===== config.mk =====
export PLATFORM = sky130hd
export DESIGN_NAME = ecc_correct_stage
export DESIGN_NICKNAME = d
export VERILOG_FILES = /design/src/verilog/ecc_code_pkg.sv /design/src/verilog/ecc_status_pkg.sv /design/src/verilog/ecc_correct_stage.sv
export SDC_FILE = /design/constraint.sdc
export NUM_CORES = 1
export LEC_CHECK = 0
export BUFFER_PORTS_ARGS = -buffer_cell sky130_fd_sc_hd__buf_2
export CORE_AREA = 2 2 186 188
export CTS_CLUSTER_DIAMETER = 50
export CTS_CLUSTER_SIZE = 28
export DETAILED_ROUTE_END_ITERATION = 6
export DIE_AREA = 0 0 188 190
export PLACE_DENSITY = 0.62
export SYNTH_ARGS = -nofsm -noshare
export SYNTH_HDL_FRONTEND = slang
export SYNTH_SLANG_ARGS = --single-unit
export TNS_END_PERCENT = 50

===== constraint.sdc =====
create_clock -name clk -period 1.1 [get_ports clk]
set_input_delay 0.055 -clock clk [delete_from_list [all_inputs] [get_ports clk]]
set_output_delay 0.055 -clock clk [all_outputs]
set_load 0.05 [all_outputs]

===== src/verilog/ecc_code_pkg.sv =====
package ecc_code_pkg;

    ////////////////////////////////////////////////////////////
    // code geometry
    ////////////////////////////////////////////////////////////

    localparam int DATA_WIDTH   = 119;
    localparam int PARITY_WIDTH = 8;
    localparam int HAM_WIDTH    = 7;   // position part of the syndrome

    typedef logic [DATA_WIDTH-1:0]   data_t;       // data word, also the correction mask
    typedef logic [PARITY_WIDTH-1:0] parity_t;
    typedef logic [PARITY_WIDTH-1:0] syndrome_t;
    typedef logic [HAM_WIDTH-1:0]    position_t;

    ////////////////////////////////////////////////////////////
    // check column of a data bit
    ////////////////////////////////////////////////////////////

    // Data bit idx sits at the (idx+1)-th position from 3 upward that is
    // not a power of two. Positions 1, 2, 4, ... belong to the check bits.
    // The top bit is chosen so that every column has odd weight, which is
    // what separates a single error from a double one.
    function automatic parity_t check_column(input int unsigned idx);
        position_t   pos;
        parity_t     col;
        int unsigned n;
        pos = '0;
        n   = 0;
        for (int unsigned v = 3; v < 2 ** HAM_WIDTH; v++) begin
            if ((v & (v - 1)) != 0) begin   // skip powers of two
                if (n == idx) begin
                    pos = HAM_WIDTH'(v);
                end
                n++;
            end
        end
        col                  = '0;
        col[HAM_WIDTH-1:0]   = pos;
        col[PARITY_WIDTH-1]  = ~^pos;   // set on even weight
        return col;
    endfunction

    // true when a syndrome has exactly one bit set
    function automatic logic is_check_bit(input syndrome_t s);
        logic nonzero;
        logic single;
        nonzero = (s != '0);
        single  = ((s & (s - 1'b1)) == '0);
        return nonzero && single;
    endfunction

endpackage


===== src/verilog/ecc_status_pkg.sv =====
package ecc_status_pkg;

    ////////////////////////////////////////////////////////////
    // error class, same bit meaning as the old error vector
    ////////////////////////////////////////////////////////////

    typedef logic [1:0] err_code_t;

    localparam int ERR_BIT_SINGLE = 0;
    localparam int ERR_BIT_DOUBLE = 1;

    localparam err_code_t ERR_NONE   = 2'b00;
    localparam err_code_t ERR_SINGLE = 2'b01;   // data or check bit, correctable
    localparam err_code_t ERR_DOUBLE = 2'b10;   // detected only

endpackage


===== src/verilog/ecc_correct_stage.sv =====
module ecc_correct_stage (
    input  logic                      clk,
    input  logic                      rst_n,
    input  logic                      in_valid,
    input  logic                      bypass,
    input  ecc_code_pkg::data_t       data_in,
    input  ecc_code_pkg::data_t       mask_in,
    input  ecc_status_pkg::err_code_t err_code,
    output logic                      out_valid,
    output ecc_code_pkg::data_t       data_out,
    output ecc_code_pkg::data_t       mask,
    output logic                      sbit_err,
    output logic                      dbit_err
);

    import ecc_code_pkg::*;
    import ecc_status_pkg::*;

    data_t fixed_data;
    logic  flag_en;

    assign fixed_data = bypass ? data_in : (data_in ^ mask_in);
    assign flag_en    = in_valid & ~bypass;   // bypass silences the flags

    ////////////////////////////////////////////////////////////
    // result register
    ////////////////////////////////////////////////////////////

    always_ff @(posedge clk or negedge rst_n) begin
        if (!rst_n) begin
            out_valid <= 1'b0;
            sbit_err  <= 1'b0;
            dbit_err  <= 1'b0;
            data_out  <= '0;
            mask      <= '0;
        end else begin
            out_valid <= in_valid;
            sbit_err  <= flag_en & err_code[ERR_BIT_SINGLE];   // flags last one cycle
            dbit_err  <= flag_en & err_code[ERR_BIT_DOUBLE];
            if (in_valid) begin
                data_out <= fixed_data;
                mask     <= mask_in;   // kept even under bypass
            end
        end
    end

    ////////////////////////////////////////////////////////////
    // checks
    ////////////////////////////////////////////////////////////

    flags_exclusive_a: assert property (
        @(posedge clk) disable iff (!rst_n) !(sbit_err && dbit_err)
    ) else $error("single and double error flags high together");

    flags_need_valid_a: assert property (
        @(posedge clk) disable iff (!rst_n) !out_valid |-> !(sbit_err || dbit_err)
    ) else $error("error flag high without out_valid");

endmodule


==> impl_metrics.yaml <==
status:
  status: "complete, but fails checks"
  violations: "negative setup slack"
cts:
  cts_tree: "yes"
  clkTransAtPathRegs_ns: 0.06
  insertion_delay_ns: 0.51
  numCtsBuffers: 36
  cts_sinks: 241
  root_buffer: "clkbuf_16"
  clockBufferDepth: 3
  htreeDepth: 2
global_routing:
  grt_pass1_vias: 12488
  grt_first_pass_wirelength_microns: 65800
  antenna_found_initial: 0
  grt_overflow: 0
  grt_use_total_pct: 23.0
  grt_max_degree: 58
final_layout:
  areaGrowthSynthToFinish_pct: 69.8
  final_core_util_pct: 63.2
  diodes: 0
  drive_above_1_share_pct: 41.7
  layout_common_cells: "dlygate4sd3_1 (244), buf_6 (242), dfrtp_1 (240), buf_2 (240)"
  nets: 2094
  final_common_cell: "dlygate4sd3_1"
  stdcell_count: 2333
  design_area_sq_mm: 0.0215
timing:
  timing.hold.ws_ns: 0.0121
  skew_ns: 0
  min_period_over_period_pct: 108
  rsz0062_at_grt: "true"
  max_freq_mhz: 843
  slew_headroom_pct: 76.4
  slew_viol_final: 0
  hold_viol: 0
  setup_slack_ns: -0.0861
  finalSetupViolCount: 240
  fin_crit_ns: 1.19
  fin_setup_tns_ns: -6.48
  worstMarginPinSlew_ns: 0.354
floorplan:
  die_h_microns: 190
  die_area_sq_mm: 0.0357
  num_rows: 68
  io-pin-count: 485
  design.core.area_sq_mm: 0.0339
  start_util_pct: 37.2
  die_width_microns: 188
synthesis:
  yosysWarningCount: 0
  synth_mux_area_share_pct: 10.6
  synth_top_family_by_area: "simple AND/OR/NAND/NOR gates"
  synthDistinctLibCells: 15
  syn-num-nets: 1280
  yosysSeqAreaShare_pct: 47.7
  synth-xor-area-share_pct: 0
  synth_area_sq_mm: 0.0126
  synthSimpleGateAreaFrac_pct: 20.2
  synth-adder-area-share_pct: 0
  yosys-top-cells-area: "dfrtp_1 (48%), o221ai_2 (13%), mux2_1 (11%), nand4bb_1 (7.8%), nor2b_1 (5.6%)"
  avgSynthCellArea_sq_um: 12.2
  synth_top_area_share_pct: 47.7
  synthCells: 1036
  yosysTopAreaCell: "dfrtp_1"
  ys_ff_latch: 241
  synth_compound_area_share_pct: 13.7
placed_design:
  pre_cts_ws_ns: -0.0457
  portBuffers: 484
  gp_congestion: 0.811
  hpwl_microns: 27700
  placed_cells: 1991
  placed_area_sq_mm: 0.0160
routing:
  routedWlPerCell_microns: 18.1
  detail-route-antenna-nets: 0
  totalWireLength_microns: 42200
  firstDrtPassIters: 4
  vias_per_cell: 4.95
  drt_iter0_markers: 303
  drc_errors: 0
  route.vias.total: 11540
worst_setup_path:
  cp_top_family: "flip-flops"
  r2r_cells: 2
  crit_type: "reg -> out"
  r2r-start: "mask[31]"
  critPathBufInv: 1
  critPathArrivalTime_ns: 1.13
  cpPeakStageDelay_ns: 0.42
  r2r-end: "mask[31]"
  critPathLaunchType: "register"
  crit_fanout: 2
  end_kind: "primary output"
  cp_cell_sequence: "buf_6"
  slowest_stage: "dfrtp_1"
  r2r_setup_slack_ns: 0.16
  worstPathRequired_ns: 1.04
min_path:
  worst_hold_path.num_cells: 3
  holdCritStartpoint: "in_valid"
  hold_path_class: "in -> reg"
  min_to: "data_out[83]"
flow_run:
  drv_cap: 0
pwr:
  power_mw: 32.3
  p_per_area_mw_per_mm2: 1510
  vdd_drop_max_mv: 1.36
  total_leakage_power_nw: 9.76
-- registers in the layout, summed over array words and instances (netlist names) --
register / flops
sbit_err: 1
mask: 119
out_valid: 1
dbit_err: 1
data_out: 119
-- metal layers --
metal | part of all wire (%) | track usage [%] | up-vias
li1 | - | - | 5340
met1 | 37 | 24.8 | 5659
met2 | 52 | 42.7 | 435
met3 | 6.5 | 5.85 | 106
met4 | 3.8 | 9.93 | 0
met5 | 0 | 0 | -
-- cell usage after synthesis, drive strengths merged --
master,instances
inv,119
buf,49
dfrtp,241
and2b,5
mux2,119
nand4bb,88
and3b,2
clkbuf,30
o221ai,119
nand2,119
nor2b,114
or4bb,31
-- area by class of cell --
type,instances,area (sq um)
inverters,119,447
flip-flops and latches,241,6030
well taps,455,569
fillers,2413,12500
clock buffers,45,986
multi-input cells,597,5630
clock inverters,21,230
repair buffers,855,7560
-- report_power, final --
group	total (mW)	leakage [nW]	internal (mW)	switching, mW
combinational	10.1	6.30	4.21	5.88
clock	11.6	0.574	7.16	4.49
sequential	10.6	2.88	9.82	0.738
-- repair_timing --
action,in CTS,in global routing
hold buffers,245,0
resized for setup,483,0
buffers inserted,15,17
cloned,0,0
pin swaps,0,0
endpoints found under the setup margin,241,258
endpoints found under the hold margin,481,0
-- worst max-delay path by stage --
stage                 startpoint           end  slack (ns)  cells past startpoint
floorplan                mask[0]       mask[0]        0.09                      1
global placement        in_valid  data_out[61]       -0.03                      5
detailed placement      in_valid  data_out[61]       -0.05                      5
CTS                 data_out[80]  data_out[80]       -0.12                      1
global route        data_out[80]  data_out[80]       -0.12                      1
finish              data_out[80]  data_out[80]       -0.09                      1
-- kinds of logic after synthesis --
| logic type | after synthesis |
|---|---|
| and+or+nand+nor | 359 |
| DFF | 241 |
| buffers and inverters | 198 |
| AOI/OAI and AO/OA | 119 |
| muxes | 119 |
Note: power is estimated with default switching activity, not from simulation.
